## src/pong_defines.svh

```systemverilog
// playfield geometry, ball speed, win score and serve thresholds for the pong controller
`ifndef PONG_DEFINES_SVH
`define PONG_DEFINES_SVH

//////////////////////////////////////////////////////////////////////
// ball and rackets
//////////////////////////////////////////////////////////////////////
`define PONG_BALL_SIZE       15
`define PONG_RACKET_LEN      80
`define PONG_LEFT_BOUNCE_X   100
// ball size still to be taken off
`define PONG_RIGHT_BOUNCE_X  913

//////////////////////////////////////////////////////////////////////
// walls, motion and glide stops
//////////////////////////////////////////////////////////////////////
`define PONG_WALL_TOP        51
`define PONG_WALL_BOTTOM     717
`define PONG_SPEED           10
`define PONG_EDGE_LOW        11
`define PONG_EDGE_HIGH       1012
`define PONG_CENTER_X        504
`define PONG_CENTER_Y        376

// game length
`define PONG_WIN_POINTS      10

// serve counter bounds for sw, nw, w, e, ne; anything above gives se
`define PONG_SERVE_T1        19
`define PONG_SERVE_T2        38
`define PONG_SERVE_T3        64
`define PONG_SERVE_T4        89
`define PONG_SERVE_T5        108

`endif

```

## src/pong_pkg.sv

```systemverilog
// game state enum and the ball position, flight direction, score and racket types
package pong_pkg;

    //////////////////////////////////////////////////////////////////////
    // game sequencing
    //////////////////////////////////////////////////////////////////////
    typedef enum logic [2:0] {
        IDLE   = 3'b000,
        START  = 3'b001,
        FLY    = 3'b010,
        P_SCOR = 3'b011,
        WIN    = 3'b100
    } game_state_t;

    // top left corner of the ball in pixels
    typedef struct packed {
        logic [10:0] x;
        logic [10:0] y;
    } ball_pos_t;

    // one hot, all zero while the ball stands still
    typedef struct packed {
        logic sw;
        logic w;
        logic nw;
        logic ne;
        logic e;
        logic se;
    } flight_dir_t;

    // p1 guards the right side, p2 the left
    typedef struct packed {
        logic [3:0] p1;
        logic [3:0] p2;
    } score_t;

    // racket top y
    typedef logic [9:0] racket_pos_t;

endpackage

```

## src/ball_control.sv

```systemverilog
// pong ball controller top: state machine, direction, motion and score blocks
`timescale 1ns/1ps

module ball_control (
    input  logic                  clk65MHz,
    input  logic                  rst,
    input  logic                  end_of_frame,
    input  logic                  serve,
    input  logic                  screen_idle,
    input  pong_pkg::racket_pos_t pos_of_player_1,
    input  pong_pkg::racket_pos_t pos_of_player_2,
    output pong_pkg::ball_pos_t   ball,
    output pong_pkg::score_t      score,
    output logic [1:0]            who_won
);

    pong_pkg::game_state_t state;
    pong_pkg::flight_dir_t dir;
    logic                  point;
    logic                  miss;
    logic                  at_edge;
    logic                  game_over;

    ball_fsm u_ball_fsm (
        .clk65MHz   (clk65MHz),
        .rst        (rst),
        .serve      (serve),
        .screen_idle(screen_idle),
        .miss       (miss),
        .at_edge    (at_edge),
        .game_over  (game_over),
        .state      (state),
        .point      (point)
    );

    ball_direction u_ball_direction (
        .clk65MHz       (clk65MHz),
        .rst            (rst),
        .state          (state),
        .ball           (ball),
        .pos_of_player_1(pos_of_player_1),
        .pos_of_player_2(pos_of_player_2),
        .dir            (dir),
        .miss           (miss)
    );

    ball_motion u_ball_motion (
        .clk65MHz    (clk65MHz),
        .rst         (rst),
        .state       (state),
        .end_of_frame(end_of_frame),
        .dir         (dir),
        .ball        (ball),
        .at_edge     (at_edge)
    );

    score_keeper u_score_keeper (
        .clk65MHz (clk65MHz),
        .rst      (rst),
        .state    (state),
        .point    (point),
        .dir      (dir),
        .score    (score),
        .game_over(game_over),
        .who_won  (who_won)
    );

endmodule

```

## src/ball_direction.sv

```systemverilog
// flight direction register with serve randomizer, wall and racket zone bounces, miss detection
`timescale 1ns/1ps
`include "pong_defines.svh"

module ball_direction (
    input  logic                  clk65MHz,
    input  logic                  rst,
    input  pong_pkg::game_state_t state,
    input  pong_pkg::ball_pos_t   ball,
    input  pong_pkg::racket_pos_t pos_of_player_1,
    input  pong_pkg::racket_pos_t pos_of_player_2,
    output pong_pkg::flight_dir_t dir,
    output logic                  miss
);

    localparam int RIGHT_FACE = `PONG_RIGHT_BOUNCE_X - `PONG_BALL_SIZE;
    localparam int ZONE_UPPER = `PONG_RACKET_LEN / 3;
    localparam int ZONE_MID   = `PONG_RACKET_LEN / 2 + `PONG_BALL_SIZE;

    pong_pkg::flight_dir_t dir_nxt;
    pong_pkg::flight_dir_t bounce_dir;
    logic [6:0]            serve_cnt;
    logic [11:0]           ball_y;
    logic [11:0]           ball_low;
    logic [11:0]           p1_top;
    logic [11:0]           p2_top;
    logic                  heading_east;
    logic                  heading_west;
    logic                  at_right;
    logic                  at_left;
    logic                  right_cover;
    logic                  left_cover;

    // outgoing direction from the racket third that the lower ball edge meets
    function automatic pong_pkg::flight_dir_t zone_bounce(
        input logic [11:0] low_edge,
        input logic [11:0] top,
        input logic        right_side
    );
        pong_pkg::flight_dir_t d;
        d = '0;
        if (low_edge < top + 12'(ZONE_UPPER)) begin
            d.nw = right_side;
            d.ne = !right_side;
        end else if (low_edge < top + 12'(ZONE_MID)) begin
            d.w = right_side;
            d.e = !right_side;
        end else begin
            d.sw = right_side;
            d.se = !right_side;
        end
        return d;
    endfunction

    // flips the vertical part when the ball sits on a wall
    function automatic pong_pkg::flight_dir_t wall_reflect(
        input pong_pkg::flight_dir_t d,
        input logic [10:0]           y
    );
        pong_pkg::flight_dir_t r;
        r = d;
        if (y <= `PONG_WALL_TOP && (d.ne || d.nw)) begin
            r    = '0;
            r.se = d.ne;
            r.sw = d.nw;
        end else if (y >= `PONG_WALL_BOTTOM - `PONG_BALL_SIZE && (d.se || d.sw)) begin
            r    = '0;
            r.ne = d.se;
            r.nw = d.sw;
        end
        return r;
    endfunction

    //////////////////////////////////////////////////////////////////////
    // racket geometry
    //////////////////////////////////////////////////////////////////////
    assign ball_y       = {1'b0, ball.y};
    assign ball_low     = ball_y + 12'(`PONG_BALL_SIZE);
    assign p1_top       = {2'b00, pos_of_player_1};
    assign p2_top       = {2'b00, pos_of_player_2};
    assign heading_east = dir.ne || dir.e || dir.se;
    assign heading_west = dir.nw || dir.w || dir.sw;
    assign at_right     = ball.x >= RIGHT_FACE;
    assign at_left      = ball.x <= `PONG_LEFT_BOUNCE_X;
    assign right_cover  = ball_low >= p1_top && ball_y <= p1_top + 12'(`PONG_RACKET_LEN);
    assign left_cover   = ball_low >= p2_top && ball_y <= p2_top + 12'(`PONG_RACKET_LEN);

    // only the face the ball is heading for counts
    assign miss = (at_right && heading_east && !right_cover)
               || (at_left && heading_west && !left_cover);

    always_comb begin
        dir_nxt    = dir;
        bounce_dir = dir;
        case (state)
            pong_pkg::IDLE: begin
                dir_nxt = '0;
            end
            pong_pkg::START: begin
                dir_nxt = '0;
                if (serve_cnt <= `PONG_SERVE_T1) begin
                    dir_nxt.sw = 1'b1;
                end else if (serve_cnt <= `PONG_SERVE_T2) begin
                    dir_nxt.nw = 1'b1;
                end else if (serve_cnt <= `PONG_SERVE_T3) begin
                    dir_nxt.w = 1'b1;
                end else if (serve_cnt <= `PONG_SERVE_T4) begin
                    dir_nxt.e = 1'b1;
                end else if (serve_cnt <= `PONG_SERVE_T5) begin
                    dir_nxt.ne = 1'b1;
                end else begin
                    dir_nxt.se = 1'b1;
                end
            end
            pong_pkg::FLY: begin
                // a missed ball keeps its heading for the glide
                if (!miss) begin
                    if (at_right && heading_east) begin
                        bounce_dir = zone_bounce(ball_low, p1_top, 1'b1);
                    end else if (at_left && heading_west) begin
                        bounce_dir = zone_bounce(ball_low, p2_top, 1'b0);
                    end
                    // a racket return close to a wall is turned at once
                    dir_nxt = wall_reflect(bounce_dir, ball.y);
                end
            end
            default: begin
                dir_nxt = dir;
            end
        endcase
    end

    always_ff @(posedge clk65MHz) begin
        if (rst) begin
            dir       <= '0;
            serve_cnt <= '0;
        end else begin
            dir       <= dir_nxt;
            serve_cnt <= serve_cnt + 7'd1;
        end
    end

endmodule

```

## src/ball_fsm.sv

```systemverilog
// game state machine: serve, flight, glide after a miss and win sequencing
`timescale 1ns/1ps

module ball_fsm (
    input  logic                  clk65MHz,
    input  logic                  rst,
    input  logic                  serve,
    input  logic                  screen_idle,
    input  logic                  miss,
    input  logic                  at_edge,
    input  logic                  game_over,
    output pong_pkg::game_state_t state,
    output logic                  point
);

    pong_pkg::game_state_t state_nxt;

    always_ff @(posedge clk65MHz) begin
        if (rst) begin
            state <= pong_pkg::IDLE;
        end else begin
            state <= state_nxt;
        end
    end

    //////////////////////////////////////////////////////////////////////
    // transitions
    //////////////////////////////////////////////////////////////////////
    always_comb begin
        state_nxt = state;
        point     = 1'b0;
        // menu screen overrides everything
        if (screen_idle) begin
            state_nxt = pong_pkg::IDLE;
        end else begin
            case (state)
                pong_pkg::IDLE: begin
                    state_nxt = pong_pkg::START;
                end
                pong_pkg::START: begin
                    if (game_over) begin
                        state_nxt = pong_pkg::WIN;
                    end else if (serve) begin
                        state_nxt = pong_pkg::FLY;
                    end
                end
                pong_pkg::FLY: begin
                    if (miss) begin
                        state_nxt = pong_pkg::P_SCOR;
                    end
                end
                pong_pkg::P_SCOR: begin
                    // glide finished, hand out the point
                    if (at_edge) begin
                        state_nxt = pong_pkg::START;
                        point     = 1'b1;
                    end
                end
                pong_pkg::WIN: begin
                    if (serve) begin
                        state_nxt = pong_pkg::IDLE;
                    end
                end
                default: begin
                    state_nxt = pong_pkg::IDLE;
                end
            endcase
        end
    end

endmodule

```

## src/ball_motion.sv

```systemverilog
// ball position register with per-frame stepping and screen edge detection
`timescale 1ns/1ps
`include "pong_defines.svh"

module ball_motion (
    input  logic                  clk65MHz,
    input  logic                  rst,
    input  pong_pkg::game_state_t state,
    input  logic                  end_of_frame,
    input  pong_pkg::flight_dir_t dir,
    output pong_pkg::ball_pos_t   ball,
    output logic                  at_edge
);

    localparam logic signed [10:0] STEP = 11'(`PONG_SPEED);

    pong_pkg::ball_pos_t ball_nxt;
    logic signed [10:0]  dx;
    logic signed [10:0]  dy;
    logic                step;

    // direction to signed step
    always_comb begin
        dx = '0;
        dy = '0;
        if (dir.sw || dir.w || dir.nw) begin
            dx = -STEP;
        end else if (dir.ne || dir.e || dir.se) begin
            dx = STEP;
        end
        if (dir.nw || dir.ne) begin
            dy = -STEP;
        end else if (dir.sw || dir.se) begin
            dy = STEP;
        end
    end

    assign at_edge = ball.x > `PONG_EDGE_HIGH || ball.x < `PONG_EDGE_LOW;

    // glide stops once the edge is reached
    assign step = end_of_frame
               && (state == pong_pkg::FLY || (state == pong_pkg::P_SCOR && !at_edge));

    //////////////////////////////////////////////////////////////////////
    // position update
    //////////////////////////////////////////////////////////////////////
    always_comb begin
        ball_nxt = ball;
        case (state)
            pong_pkg::IDLE, pong_pkg::START: begin
                ball_nxt.x = 11'(`PONG_CENTER_X);
                ball_nxt.y = 11'(`PONG_CENTER_Y);
            end
            pong_pkg::FLY, pong_pkg::P_SCOR: begin
                if (step) begin
                    ball_nxt.x = ball.x + dx;
                    ball_nxt.y = ball.y + dy;
                end
            end
            pong_pkg::WIN: begin
                ball_nxt.y = '0;
            end
            default: begin
                ball_nxt = ball;
            end
        endcase
    end

    always_ff @(posedge clk65MHz) begin
        if (rst) begin
            ball.x <= 11'(`PONG_CENTER_X);
            ball.y <= 11'(`PONG_CENTER_Y);
        end else begin
            ball <= ball_nxt;
        end
    end

endmodule

```

## src/score_keeper.sv

```systemverilog
// point counters for both players, game over flag and winner code
`timescale 1ns/1ps
`include "pong_defines.svh"

module score_keeper (
    input  logic                  clk65MHz,
    input  logic                  rst,
    input  pong_pkg::game_state_t state,
    input  logic                  point,
    input  pong_pkg::flight_dir_t dir,
    output pong_pkg::score_t      score,
    output logic                  game_over,
    output logic [1:0]            who_won
);

    pong_pkg::score_t score_nxt;
    logic [1:0]       who_won_nxt;
    logic             heading_west;

    // the ball left through the side it was flying to
    assign heading_west = dir.sw || dir.w || dir.nw;

    assign game_over = score.p1 >= `PONG_WIN_POINTS || score.p2 >= `PONG_WIN_POINTS;

    always_comb begin
        score_nxt = score;
        if (state == pong_pkg::IDLE) begin
            score_nxt = '0;
        end else if (point) begin
            if (heading_west) begin
                score_nxt.p2 = score.p2 + 4'd1;
            end else begin
                score_nxt.p1 = score.p1 + 4'd1;
            end
        end
    end

    // 2 for player 1, 1 for player 2
    always_comb begin
        who_won_nxt = 2'd0;
        if (state == pong_pkg::WIN) begin
            who_won_nxt = (score.p1 > score.p2) ? 2'd2 : 2'd1;
        end
    end

    always_ff @(posedge clk65MHz) begin
        if (rst) begin
            score   <= '0;
            who_won <= 2'd0;
        end else begin
            score   <= score_nxt;
            who_won <= who_won_nxt;
        end
    end

endmodule

```

## config.mk

```make
export PLATFORM = sky130hd
export DESIGN_NAME = ball_control
export DESIGN_NICKNAME = d
export VERILOG_FILES = /design/src/pong_pkg.sv /design/src/ball_control.sv /design/src/ball_direction.sv /design/src/ball_fsm.sv /design/src/ball_motion.sv /design/src/score_keeper.sv
export VERILOG_INCLUDE_DIRS = /design/src /design/src/src
export SDC_FILE = /design/constraint.sdc
export NUM_CORES = 1
export LEC_CHECK = 0
export ABC_AREA = 1
export ABC_CLOCK_PERIOD_IN_PS = 6900
export BUFFER_PORTS_ARGS = -buffer_cell sky130_fd_sc_hd__buf_2
export CAP_MARGIN = 0
export CORE_MARGIN = 5
export CORE_UTILIZATION = 55
export CTS_CLUSTER_DIAMETER = 120
export DETAILED_ROUTE_END_ITERATION = 8
export GPL_TIMING_DRIVEN = 0
export PLACE_DENSITY_LB_ADDON = 0.1
export SYNTH_ARGS = -nofsm -noshare
export SYNTH_HDL_FRONTEND = slang
export SYNTH_HIERARCHICAL = 1
export SYNTH_SLANG_ARGS = --single-unit
```

## constraint.sdc

```tcl
create_clock -name clk65MHz -period 6.9 [get_ports clk65MHz]
set_input_delay 0 -clock clk65MHz [delete_from_list [all_inputs] [get_ports clk65MHz]]
set_output_delay 0 -clock clk65MHz [all_outputs]
set_load 0.01 [all_outputs]
```

# [Word-level counts from Yosys, hierarchy flattened]
# Index checks and enable logic that the tools add are counted.
[totals] reg_bits=48 inputBits=25 output_inout_bits=32 word_cells=148
[op_classes] n_addsub=12 magnitude_cmp=22 n_eq_ne=11 muxes=45 bitwise_logic=2 n_reduce_logical=43
[op_table] cell="less-than comparator 12 bit" n=4
[op_table] cell="2-to-1 mux 6 bit" n=7
[op_table] cell="one-hot mux 11 bit (3 select lines)" n=1
[op_table] cell=">= comparator 12 x 10 -> 1 bit" n=2
[op_table] cell="less-or-equal comparator 11 x 12 -> 1 bit" n=2
[op_table] cell="adder 10 x 5 -> 11 bit, second input constant" n=2
[op_table] cell="adder 10 x 6 -> 11 bit, second input constant" n=2
[op_table] cell="adder 10 x 7 -> 11 bit, second input constant" n=2
[op_table] cell="adder 11 bit" n=2
[op_table] cell=">= comparator 11 x 10 -> 1 bit, second input constant" n=2
[op_table] cell="2-to-1 mux 11 bit" n=2
[op_table] cell="2-to-1 mux 22 bit" n=1
[op_table] cell="one-hot mux 11 bit (2 select lines)" n=1
[op_table] cell="less-or-equal comparator 7 bit, second input constant" n=3
[op_table] cell="2-to-1 mux 3 bit" n=7
[op_table] cell="one-hot mux 6 bit (3 select lines)" n=1
[op_table] cell="2-to-1 mux 1 bit" n=17
[op_table] cell="one-hot mux 3 bit (5 select lines)" n=1
[op_table] cell="logical OR 1 bit" n=14
[op_table] cell="adder 11 x 4 -> 12 bit, second input constant" n=1
[op_table] cell="> comparator 11 x 10 -> 1 bit, second input constant" n=1
[op_table] cell="less-or-equal comparator 11 x 6 -> 1 bit, second input constant" n=1
[op_table] cell="less-or-equal comparator 11 x 7 -> 1 bit, second input constant" n=1
[op_table] cell="less-than comparator 11 x 4 -> 1 bit, second input constant" n=1
[op_table] cell="other kinds (26)" n=57

# [Longest topological paths before layout]
# Gate-level depths: netlist of run 1.
[depth] word_depth=14 depth_mapped=24 mapped_depth_nobuf=23

# [Hierarchy]
# The synthesis of run 1 kept the hierarchy.
[modules_own_cells] module="ball_direction" instances=1 cells_per_inst=642 area_per_inst_um2=4134.0 seq_area_each_um2=260.2
[modules_own_cells] module="ball_motion" instances=1 cells_per_inst=324 area_per_inst_um2=1953.1 seq_area_each_um2=400.4
[modules_own_cells] module="score_keeper" instances=1 cells_per_inst=91 area_per_inst_um2=658.1 seq_area_each_um2=200.2
[modules_own_cells] module="ball_fsm" instances=1 cells_per_inst=32 area_per_inst_um2=196.4 seq_area_each_um2=60.1

# [Least setup slack after synthesis of run 1]
# OpenSTA, ideal clock, no wires.
[synth_timing] kind="register -> register" from="reg u_ball_motion/ball[1] (netlist name)" to="reg u_ball_direction/dir[1] (netlist name)" setup_time_ns=0.113 arrival_ns=2.706 path_slack_ns=4.081 stages_incl_launch_ff=18 period_less_slack_ns=2.819 path_cell_list="dfxtp_1 > inv_1 > ha_1 > a21oi_2 > nand3_1 > xnor2_1 > ha_1 > and3_1 > nand2_1 > nand3_2 > nand2_4 > nor2_2 > nor2_1 > nor2_2 > nand3_2 > nand2_2 > nor2_1 > nor2_1"
[synth_between] elab_chain_len=14
[synth_lines] item="adder 11 x 4 -> 12 bit" line_no="ball_direction.sv:78" text="assign ball_low = ball_y + 12'(`PONG_BALL_SIZE);"
[synth_lines] item="less-than comparator 12 bit" line_no="ball_direction.sv:45" text="end else if (low_edge < top + 12'(ZONE_MID)) begin"
[synth_lines] item="2-to-1 mux 1 bit" line_no="ball_direction.sv:45"
[synth_lines] item="2-to-1 mux 2 bit" line_no="ball_direction.sv:42" text="if (low_edge < top + 12'(ZONE_UPPER)) begin"
[synth_lines] item="2-to-1 mux 6 bit" line_no="ball_direction.sv:120" text="end else if (at_left && heading_west) begin"
[synth_lines] item="2-to-1 mux 6 bit" line_no="ball_direction.sv:118" text="if (at_right && heading_east) begin"
[synth_lines] item="2-to-1 mux 6 bit" line_no="ball_direction.sv:117" text="if (!miss) begin"
[synth_lines] item="2-to-1 mux 6 bit" line_no="ball_direction.sv:95" text="case (state)"
[synth_lines] item="logical OR 1 bit" line_no="ball_direction.sv:66" text="end else if (y >= `PONG_WALL_BOTTOM - `PONG_BALL_SIZE && (d.se || d.sw)) begin"
[synth_lines] item="logical AND 1 bit" line_no="ball_direction.sv:66"
[synth_lines] item="2-to-1 mux 6 bit" line_no="ball_direction.sv:66"
[synth_lines] item="2-to-1 mux 6 bit" line_no="ball_direction.sv:62" text="if (y <= `PONG_WALL_TOP && (d.ne || d.nw)) begin"
[synth_lines] item="2-to-1 mux 6 bit" line_no="ball_direction.sv:117"
[synth_lines] item="one-hot mux 6 bit (3 select lines)" line_no="ball_direction.sv:95"
# Parallel ways exist; a longest one is shown, timed or not. The select of a mux whose other input is x is not followed.
# A chain may end at the register's enable or synchronous reset.

# [Worst setup path after layout of run 1]
[layout_timing] from="reg u_ball_motion/ball[1] (netlist name)" to="reg u_ball_direction/dir[1] (netlist name)"
[layout_between] elab_chain_len=14
[layout_lines] item="adder 11 x 4 -> 12 bit" line_no="ball_direction.sv:78"
[layout_lines] item="less-than comparator 12 bit" line_no="ball_direction.sv:45"
[layout_lines] item="2-to-1 mux 1 bit" line_no="ball_direction.sv:45"
[layout_lines] item="2-to-1 mux 2 bit" line_no="ball_direction.sv:42"
[layout_lines] item="2-to-1 mux 6 bit" line_no="ball_direction.sv:120"
[layout_lines] item="2-to-1 mux 6 bit" line_no="ball_direction.sv:118"
[layout_lines] item="2-to-1 mux 6 bit" line_no="ball_direction.sv:117"
[layout_lines] item="2-to-1 mux 6 bit" line_no="ball_direction.sv:95"
[layout_lines] item="logical OR 1 bit" line_no="ball_direction.sv:66"
[layout_lines] item="logical AND 1 bit" line_no="ball_direction.sv:66"
[layout_lines] item="2-to-1 mux 6 bit" line_no="ball_direction.sv:66"
[layout_lines] item="2-to-1 mux 6 bit" line_no="ball_direction.sv:62"
[layout_lines] item="2-to-1 mux 6 bit" line_no="ball_direction.sv:117"
[layout_lines] item="one-hot mux 6 bit (3 select lines)" line_no="ball_direction.sv:95"
# Parallel ways exist; a longest one is shown, timed or not. The select of a mux whose other input is x is not followed.

==> impl_metrics.yaml, run 1 <==
setup_path:
  cp_max_fo: 10
  cp-end-kind: "register"
  required_ns: 7.13
  crit_type: "register to register"
  cp.arrival_ns: 3.81
  cp-start-kind: "register"
grt:
  grt_pass1_wl_um: 28800
  grt-ovfl-total: 0
  use_met3_pct: 2.21
  first_global_vias: 6453
  grt-busiest-layer: "met2"
  antenna_found_initial: 0
  gr-usage-met2_pct: 42.3
  grtUsageTotal_pct: 23.2
  grt_max_degree: 17
  use_met1_pct: 29.4
clock_network:
  cts.path.max_buffers: 2
  cts_buffers: 5
  htreeDepth: 2
  clock_latency_ns: 0.30
  cts_tree: "yes"
  postCtsResizedCells: 0
  clk_pin_slew_ns: 0.07
  cts_root_buf: "clkbuf_16"
  cts.sinks: 46
logic_synthesis:
  synth_compound_area_share_pct: 12.3
  ys_seq_area_share_pct: 13.3
  synth_area_um2: 6940
  synth_top_area_share_pct: 23.4
  yosys.area_share.simple_pct: 35.5
  synth.distinct_cells: 52
  synth_mux_area_share_pct: 0
  synth_top_area_cell: "ha_1"
  synthXorXnorAreaFrac_pct: 5.55
  yosysWarnings: 6
  synth_seq_cells: 46
  syn_area_per_cell_um2: 6.37
  synthAdderAreaFrac_pct: 24.0
  synth_top_family_by_area: "simple AND/OR/NAND/NOR gates"
  async_flop_share_pct: 0
  synth.area.top_cells: "ha_1, nand2_1, dfxtp_1, inv_1, nor2_1"
  ys.flop_type: "dfxtp_1"
  synth_edf_count: 0
  syn_inst: 1089
cells_and_area:
  mostFrequentLayoutCell: "nand2_1"
  area_growth_pct: 9.21
  fin_cells: 1323
  final_cell_mix: "nand2_1, inv_1, ha_1, nor2_1"
  nets: 1307
  drive_above_1_share_pct: 10.8
  n_antenna_cell: 0
  fill_cells: 1292
power_and_ir_drop:
  vdd_drop_max_uv: 128
  power_per_cell_area_nw_per_um2: 135
  p_leak_nw: 4.11
routing:
  vias: 6874
  drt-total-wl_um: 17000
  first_iter_violations: 376
  ant_nets: 0
  firstDrtPassIters: 4
  vias_per_cell: 5.20
  drc: 0
  wire_per_inst_um: 12.8
min_path:
  hold_path.class: "primary input to register"
floorplan:
  num_rows: 41
  die_y_um: 122
  die_w_um: 122
  start_util_pct: 55.5
  coreArea_um2: 12500
  io_pins: 57
  die-area_um2: 15000
placed_design:
  dp_cells: 1314
  port-buffer-count: 52
  gp_congestion: 0.860
  dp_hpwl_um: 13600
sta:
  fin_crit_ns: 3.58
  fin_setup_tns_ns: 0
  hold_viol_final: 0
  max_freq_mhz: 280
  relSlewSlack_pct: 51.6
  fin_crit_sh_pct: 51.8
  rsz0062_at_grt: "false"
  finClkSkew_ns: 0.00469
  holdWs_ns: 0.0271
  max_slew.worst_pin.slew_ns: 0.724
  setup_viol_count_final: 0
  final_max_slew_viol_count: 0
flow_run:
  cap_violations: 0
run_status:
  status: "finished clean"
cells by family after synthesis:
family / Yosys count
other: 1
XOR/XNOR: 44
AND/OR/NAND/NOR: 551
flip-flops: 46
adder cells (fa/ha/maj): 132
buffers and inverters: 166
AO/OA/AOI/OAI: 149
per-layer routing:
metal	up-vias	part of all wire [%]
met3	16	4.0
met1	3050	47
met4	0	1.4
li1	3673	-
met5	-	0
met2	135	48
metrics by stage:
stage	power [mW]	cell area (µm²)	setup slack, ns	util, %
4_1_cts	1.03	7580	3.33	60.6
3_5_place_dp	0.775	7420	3.37	59.3
3_3_place_gp	0.767	7420	3.38	59.3
6_report	1.03	7580	3.32	60.6
2_1_floorplan	0.660	6950	4.08	-
5_1_grt	1.13	7580	3.01	60.6
synthesized netlist by cell type, drive strengths merged, types with 2 or more instances:
cell	number
and3	2
buf	6
inv	153
nand3	85
or2	4
o21ai	35
o22ai	2
nand3b	2
clkbuf	3
nor3b	3
nor3	12
ha	130
xnor2	4
clkinv	4
a21boi	3
xor2	40
o21a	6
o211ai	3
o21bai	8
nand4	17
nand2	310
o31ai	2
a21oi	83
dfxtp	46
nor2	115
fa	2
state kept, by name, indices dropped and copies added (netlist names):
name and flops:
u_score_keeper/score 8, u_ball_direction/dir 6, u_ball_direction/serve_cnt 7, u_ball_fsm/state 3
u_score_keeper/who_won 2, u_ball_motion/ball 20
final timing paths:
kind                            cells past startpoint                     startpoint  slack [ns]                             to
worst min-delay path                                3                          serve        0.03            u_ball_fsm/state[2]
worst max register to register                     19          u_ball_motion/ball[1]        3.32        u_ball_direction/dir[1]
worst min register to register                      1  u_ball_direction/serve_cnt[0]        0.50  u_ball_direction/serve_cnt[0]
worst max-delay path                               19          u_ball_motion/ball[1]        3.32        u_ball_direction/dir[1]
area by class of cell:
| cell class | instances | area, µm² | share of cell area [%] |
|---|---|---|---|
| sequential | 46 | 921 | 12.1 |
| inverter | 157 | 597 | 7.87 |
| timing repair buffer | 53 | 270 | 3.56 |
| buffer | 9 | 53.8 | 0.710 |
| clock inverter | 3 | 25.0 | 0.330 |
| tap | 172 | 215 | 2.84 |
| multi-input combinational | 878 | 5370 | 70.9 |
| clock buffer | 5 | 125 | 1.65 |
repair_timing:
action,4_1_cts,5_1_grt
hold buffers,1,0
setup endpoints to repair,0,0
setup buffers,0,0
endpoints found under the hold margin,2,0
worst max-delay path, cell delays in order (launching register included):
cell and delay, ns:
dfxtp_1 0.64, inv_1 0.17, ha_1 0.27, a21oi_2 0.24, xor2_1 0.58, ha_1 0.35
nand2_1 0.08, o21a_1 0.12, nand2_1 0.10, nand2_1 0.13, nand3_2 0.09, nand2_4 0.09
nor2_2 0.04, nor2_1 0.16, nor2_2 0.08, nand3_2 0.06, nand2_2 0.07, nand2_1 0.07
nand2_1 0.05, nor2_1 0.11
report_power, final:
group	leakage [nW]	switching, mW	internal [mW]
registers	0.373	0.0246	0.275
clock network	0.0704	0.116	0.136
logic	3.67	0.292	0.182
(Power assumes the default switching activity.)
==> run 2: changes to the inputs <==
--- a/config.mk
+++ b/config.mk
@@ -7,7 +7,7 @@
 export NUM_CORES = 1
 export LEC_CHECK = 0
 export ABC_AREA = 1
-export ABC_CLOCK_PERIOD_IN_PS = 6900
+export ABC_CLOCK_PERIOD_IN_PS = 3400
 export BUFFER_PORTS_ARGS = -buffer_cell sky130_fd_sc_hd__buf_2
 export CAP_MARGIN = 0
 export CORE_MARGIN = 5
==> constraint.sdc (replaced) <==
create_clock -name clk65MHz -period 3.4 [get_ports clk65MHz]
set_input_delay 0 -clock clk65MHz [delete_from_list [all_inputs] [get_ports clk65MHz]]
set_output_delay 0 -clock clk65MHz [all_outputs]
set_load 0.01 [all_outputs]
==> run 2 against run 1 <==
- clock-buffer cell count is the same
- sequential power increased by 100%
- maximum frequency increased by 17%
- flip-flop and latch count is the same
- clock power grew 100%
- register-to-register slack worse by 3.0 ns
- sequential share of layout area is essentially flat
- critical path depth is 1 lower
- design area increased by 1.0%
==> impl_metrics.yaml, run 2 (synthesis gave the netlist of run 1 again) <==
grt:
  grt_pass1_wl_um: 28800
  grt_max_degree: 17
  grtUsageTotal_pct: 23.2
  grt-ovfl-total: 0
  first_global_vias: 6445
  antenna_found_initial: 0
setup_path:
  crit_chain: "inv_1 -> ha_1 -> a21oi_4 -> nand3_1 -> xnor2_4 -> ha_1 -> and3_1 -> nand2_1 -> nand3_2 -> nand2_4 -> nor2_2 -> nor2_1 -> nor2_2 -> nand3_2 -> nand2_2 -> nand2_1 -> nand2_1 -> nor2_1"
  slowest_stage: "dfxtp_4"
  path_delay_family: "simple AND/OR/NAND/NOR gates"
  cp-end-kind: "register"
  required_ns: 3.63
  path_buf_inv: 1
  cp.arrival_ns: 3.29
  cp_max_fo: 10
  cpPeakStageDelay_ns: 0.44
  path_depth: 18
  crit_type: "register to register"
  reg2reg_depth: 18
  cp-start-kind: "register"
  worst_path_most_repeated_cell: "nand2_1"
floorplan:
  start_util_pct: 55.5
  die-area_um2: 15000
  die_w_um: 122
  die_y_um: 122
  io_pins: 57
  coreArea_um2: 12500
  num_rows: 41
power_and_ir_drop:
  vdd_drop_max_uv: 259
  p_leak_nw: 4.12
  total_power_mw: 2.10
  power_per_cell_area_nw_per_um2: 274
sta:
  max_slew.worst_pin.slew_ns: 0.722
  fin_setup_tns_ns: 0
  setup_ws_ns: 0.339
  fin_crit_sh_pct: 90.0
  relSlewSlack_pct: 51.7
  hold_viol_final: 0
  final_max_slew_viol_count: 0
  finClkSkew_ns: 0.00462
  max_freq_mhz: 327
  setup_viol_count_final: 0
  holdWs_ns: 0.0299
  rsz0062_at_grt: "false"
  fin_crit_ns: 3.06
placed_design:
  dp_hpwl_um: 13600
  dpl-instance-area_um2: 7420
  dp_cells: 1314
  dp_worst_setup_slack_ns: -0.135
  gp_congestion: 0.860
  port-buffer-count: 52
clock_network:
  cts_buffers: 5
  clock_latency_ns: 0.30
  cts_root_buf: "clkbuf_16"
  cts.path.max_buffers: 2
  cts_setup_buffers: 0
  clk_pin_slew_ns: 0.07
  cts.sinks: 46
  htreeDepth: 2
  cts_tree: "yes"
cells_and_area:
  top_register: "u_ball_motion/ball"
  utilization_pct: 61.2
  largest_reg_flops: 20
  fill_cells: 1277
  nets: 1307
  final_cell_mix: "nand2_1, inv_1, ha_1, nor2_1"
  mostFrequentLayoutCell: "nand2_1"
  fin_area_um2: 7660
  area_growth_pct: 10.3
  n_antenna_cell: 0
  drive_above_1_share_pct: 11.7
  top_regs: "u_ball_motion/ball (20), u_score_keeper/score (8), u_ball_direction/serve_cnt (7)"
  fin_cells: 1323
routing:
  drc: 0
  firstDrtPassIters: 5
  drt-total-wl_um: 16900
  vias_per_cell: 5.20
  vias: 6882
  ant_nets: 0
  wire_per_inst_um: 12.8
  first_iter_violations: 362
flow_run:
  cap_violations: 0
min_path:
  hold_depth: 3
  hold_path.class: "primary input to register"
run_status:
  status: "finished clean"
run 2: worst register-to-register path, cell delays in order, from the launching register on:
cell and delay [ns]:
dfxtp_4 0.44, inv_1 0.11, ha_1 0.27, a21oi_4 0.27, nand3_1 0.22, xnor2_4 0.32, ha_1 0.28, and3_1 0.14
nand2_1 0.11, nand3_2 0.09, nand2_4 0.09, nor2_2 0.04, nor2_1 0.17, nor2_2 0.08, nand3_2 0.07, nand2_2 0.08
nand2_1 0.07, nand2_1 0.06, nor2_1 0.11
run 2: layout make-up:
class                   instances  area (µm²)  share of cell area (%)
plain buffers                   9        53.8                   0.702
clock buffers                   5         125                    1.63
clock inverters                 3        25.0                   0.327
inverters                     157         597                    7.79
multi-input cells             878        5440                    71.1
flip-flops and latches         46         931                    12.2
well taps                     172         215                    2.81
repair buffers                 53         270                    3.53
run 2: report_power, final:
part	total (mW)	switching (mW)	leakage, nW	internal (mW)
logic	0.974	0.597	3.68	0.376
registers	0.611	0.0515	0.373	0.559
clock network	0.511	0.235	0.0704	0.277
total	2.10	0.883	4.12	1.21
run 2: worst paths after layout:
kind                                 start                             to  slack, ns
min reg2reg  u_ball_direction/serve_cnt[0]  u_ball_direction/serve_cnt[0]       0.50
max                  u_ball_motion/ball[1]        u_ball_direction/dir[1]       0.34
min                                  serve            u_ball_fsm/state[2]       0.03
max reg2reg          u_ball_motion/ball[1]        u_ball_direction/dir[1]       0.34
run 2: routing by layer:
layer | GRT usage [%] | up-vias | wire length, µm
met5 | 0 | - | 0
met4 | 5.18 | 0 | 214
met3 | 2.21 | 15 | 550
met2 | 42.4 | 117 | 8210
met1 | 29.4 | 3078 | 7950
li1 | - | 3672 | -
run 2: timing repair:
action,in CTS,in global routing
endpoints found under the setup margin,8,8
hold buffers,1,0
cloned,0,0
hold endpoints to repair,2,0
gates resized for setup,4,11
==> run 3: changes to the inputs <==
--- a/config.mk
+++ b/config.mk
@@ -6,12 +6,11 @@
 export SDC_FILE = /design/constraint.sdc
 export NUM_CORES = 1
 export LEC_CHECK = 0
-export ABC_AREA = 1
 export ABC_CLOCK_PERIOD_IN_PS = 3400
 export BUFFER_PORTS_ARGS = -buffer_cell sky130_fd_sc_hd__buf_2
 export CAP_MARGIN = 0
 export CORE_MARGIN = 5
-export CORE_UTILIZATION = 55
+export CORE_UTILIZATION = 53
 export CTS_CLUSTER_DIAMETER = 120
 export DETAILED_ROUTE_END_ITERATION = 8
 export GPL_TIMING_DRIVEN = 0
==> run 3 against run 2 <==
- final cell count decreased by 23%
- clock skew is 0.0024 ns higher
- critical path depth fell by 4
- critical path type unchanged
- critical endpoint is now u_ball_direction/dir[5]
==> impl_metrics.yaml, run 3 <==
run_status:
  status: "finished clean"
cells_and_area:
  largest_reg_flops: 20
  fin_area_um2: 7380
  fill_cells: 1101
  top_register: "u_ball_motion/ball"
  area_growth_pct: 14.0
  nets: 1030
  drive_above_1_share_pct: 14.9
  mostFrequentLayoutCell: "ha_1"
  utilization_pct: 61.4
  fin_cells: 1021
  top_regs: "u_ball_motion/ball (20), u_score_keeper/score (8), u_ball_direction/serve_cnt (7)"
  final_cell_mix: "ha_1, nor2_1, a21oi_1, buf_2, inv_1"
  n_antenna_cell: 0
grt:
  first_global_vias: 5924
  grt_pass1_wl_um: 28200
  gr-usage-met2_pct: 39.2
  grt-ovfl-total: 0
  use_met1_pct: 32.5
  use_met3_pct: 2.67
  grt-busiest-layer: "met2"
  grt_max_degree: 18
  grtUsageTotal_pct: 23.3
  antenna_found_initial: 0
placed_design:
  dpl-instance-area_um2: 6900
  port-buffer-count: 48
  gp_congestion: 0.927
  dp_cells: 1000
  dp_hpwl_um: 13700
logic_synthesis:
  ys.flop_type: "dfxtp_1"
  synth_top_area_share_pct: 25.1
  synth_most_common_cell: "ha_1"
  async_flop_share_pct: 0
  synth_area_um2: 6470
  synth_edf_count: 0
  synth_seq_cells: 46
  syn_area_per_cell_um2: 8.05
  synth.distinct_cells: 87
  synth.area.top_cells: "ha_1, dfxtp_1, xnor2_1, a21oi_1, nor2_1"
  synthTopCellsByCount: "ha_1, nor2_1, a21oi_1"
  synth_top_area_cell: "ha_1"
  ys_seq_area_share_pct: 14.2
  yosysWarnings: 6
  syn_inst: 804
min_path:
  hold_start: "rst"
  min_to: "u_ball_fsm/state[2]"
  hold_path.class: "primary input to register"
  hold_depth: 2
setup_path:
  cp_max_fo: 6
  cp-start-kind: "register"
  cp.arrival_ns: 3.57
  cpPeakStageDelay_ns: 0.37
  path_delay_family: "compound AO/OA/AOI/OAI gates"
  reg2reg_setup_slack_ns: 0.05
  required_ns: 3.62
  slowest_stage: "dfxtp_4"
  reg2reg_to: "u_ball_direction/dir[5]"
  crit_type: "register to register"
  cp-end-kind: "register"
  crit_chain: "inv_1 -> ha_1 -> nor3b_4 -> nor2_2 -> xor2_2 -> ha_1 -> and3_4 -> o2111ai_2 -> a21oi_2 -> o21ai_2 -> a2111oi_4 -> a211oi_2 -> o31a_1 -> a211oi_2"
  path_buf_inv: 1
  r2r_start: "u_ball_motion/ball[1]"
  path_depth: 14
  reg2reg_depth: 14
floorplan:
  die_y_um: 121
  coreArea_um2: 12000
  start_util_pct: 53.9
  die-area_um2: 14500
  die_w_um: 121
  io_pins: 57
  num_rows: 40
clock_network:
  clk_pin_slew_ns: 0.07
  cts.sinks: 46
  cts_buffers: 5
  clock_latency_ns: 0.29
  cts.path.max_buffers: 2
  cts_root_buf: "clkbuf_16"
  cts_tree: "yes"
  htreeDepth: 2
routing:
  wire_per_inst_um: 17.1
  drc: 0
  vias_per_cell: 6.13
  ant_nets: 0
  first_iter_violations: 413
  drt-total-wl_um: 17500
  vias: 6255
  firstDrtPassIters: 5
sta:
  relSlewSlack_pct: 47.7
  holdWs_ns: 0.0707
  hold_viol_final: 0
  fin_crit_sh_pct: 98.7
  finClkSkew_ns: 0.00706
  fin_crit_ns: 3.35
  max_freq_mhz: 298
  final_max_slew_viol_count: 0
  setup_viol_count_final: 0
  max_slew.worst_pin.slew_ns: 0.776
flow_run:
  cap_violations: 0
power_and_ir_drop:
  vdd_drop_max_uv: 214
  total_power_mw: 1.65
  p_leak_nw: 3.33
  power_per_cell_area_nw_per_um2: 224
-- run 3: power breakdown --
| group | switching [mW] | leakage, nW | internal [mW] | total [mW] |
|---|---|---|---|---|
| clock | 0.215 | 0.0801 | 0.314 | 0.529 |
| sequential | 0.0198 | 0.373 | 0.544 | 0.564 |
| combinational | 0.319 | 2.88 | 0.241 | 0.559 |
| total | 0.554 | 3.33 | 1.10 | 1.65 |
-- run 3: metal layers --
| metal | routed length (µm) | part of all wire, % |
|---|---|---|
| met2 | 8230 | 47 |
| met4 | 109 | 0.62 |
| met3 | 677 | 3.9 |
| met1 | 8490 | 48 |
| met5 | 0 | 0 |
-- run 3: timing repair --
item / in CTS / in global routing
buffers inserted: 7 / 6
hold buffers: 2 / 0
cloned: 0 / 0
pin swaps: 3 / 10
endpoints found under the hold margin: 2 / 0
endpoints found under the setup margin: 7 / 7
resized for setup: 26 / 15
-- run 3: worst max-delay path by stage --
stage / startpoint / endpoint / slack [ns]
2_1_floorplan: u_ball_motion/ball[1] / u_ball_direction/dir[2] / 0.10
3_3_place_gp: u_ball_motion/ball[1] / u_ball_direction/dir[5] / -0.59
3_5_place_dp: u_ball_motion/ball[1] / u_ball_direction/dir[5] / -0.63
4_1_cts: u_ball_motion/ball[1] / u_ball_direction/dir[3] / 0.006
5_1_grt: u_ball_motion/ball[1] / u_ball_direction/dir[5] / -0.03
6_report: u_ball_motion/ball[1] / u_ball_direction/dir[5] / 0.05
-- run 3: metrics by stage --
stage / setup TNS [ns] / worst slack (ns)
floorplan: 0 / 0.101
global placement: -3.26 / -0.587
detailed placement: -3.61 / -0.632
CTS: 0 / 0.00573
global route: -0.0636 / -0.0337
finish: 0 / 0.0453
-- run 3: layout make-up --
type / count / area [µm²] / share of cell area [%]
tap: 147 / 184 / 2.49
multi-input combinational: 685 / 5440 / 73.8
clock buffer: 7 / 153 / 2.07
sequential: 46 / 940 / 12.7
timing repair buffer: 63 / 358 / 4.85
clock inverter: 1 / 8.76 / 0.119
inverter: 49 / 184 / 2.49
buffer: 23 / 110 / 1.49
-- run 3: cells by family after synthesis --
| logic type | Yosys count | synth area share [%] |
|---|---|---|
| XOR/XNOR | 64 | 8.66 |
| AO/OA/AOI/OAI | 228 | 25.2 |
| other | 1 | 0.0579 |
| flip-flops | 46 | 14.2 |
| AND/OR/NAND/NOR | 259 | 21.5 |
| buffers and inverters | 74 | 4.66 |
| adder cells (fa/ha/maj) | 132 | 25.7 |
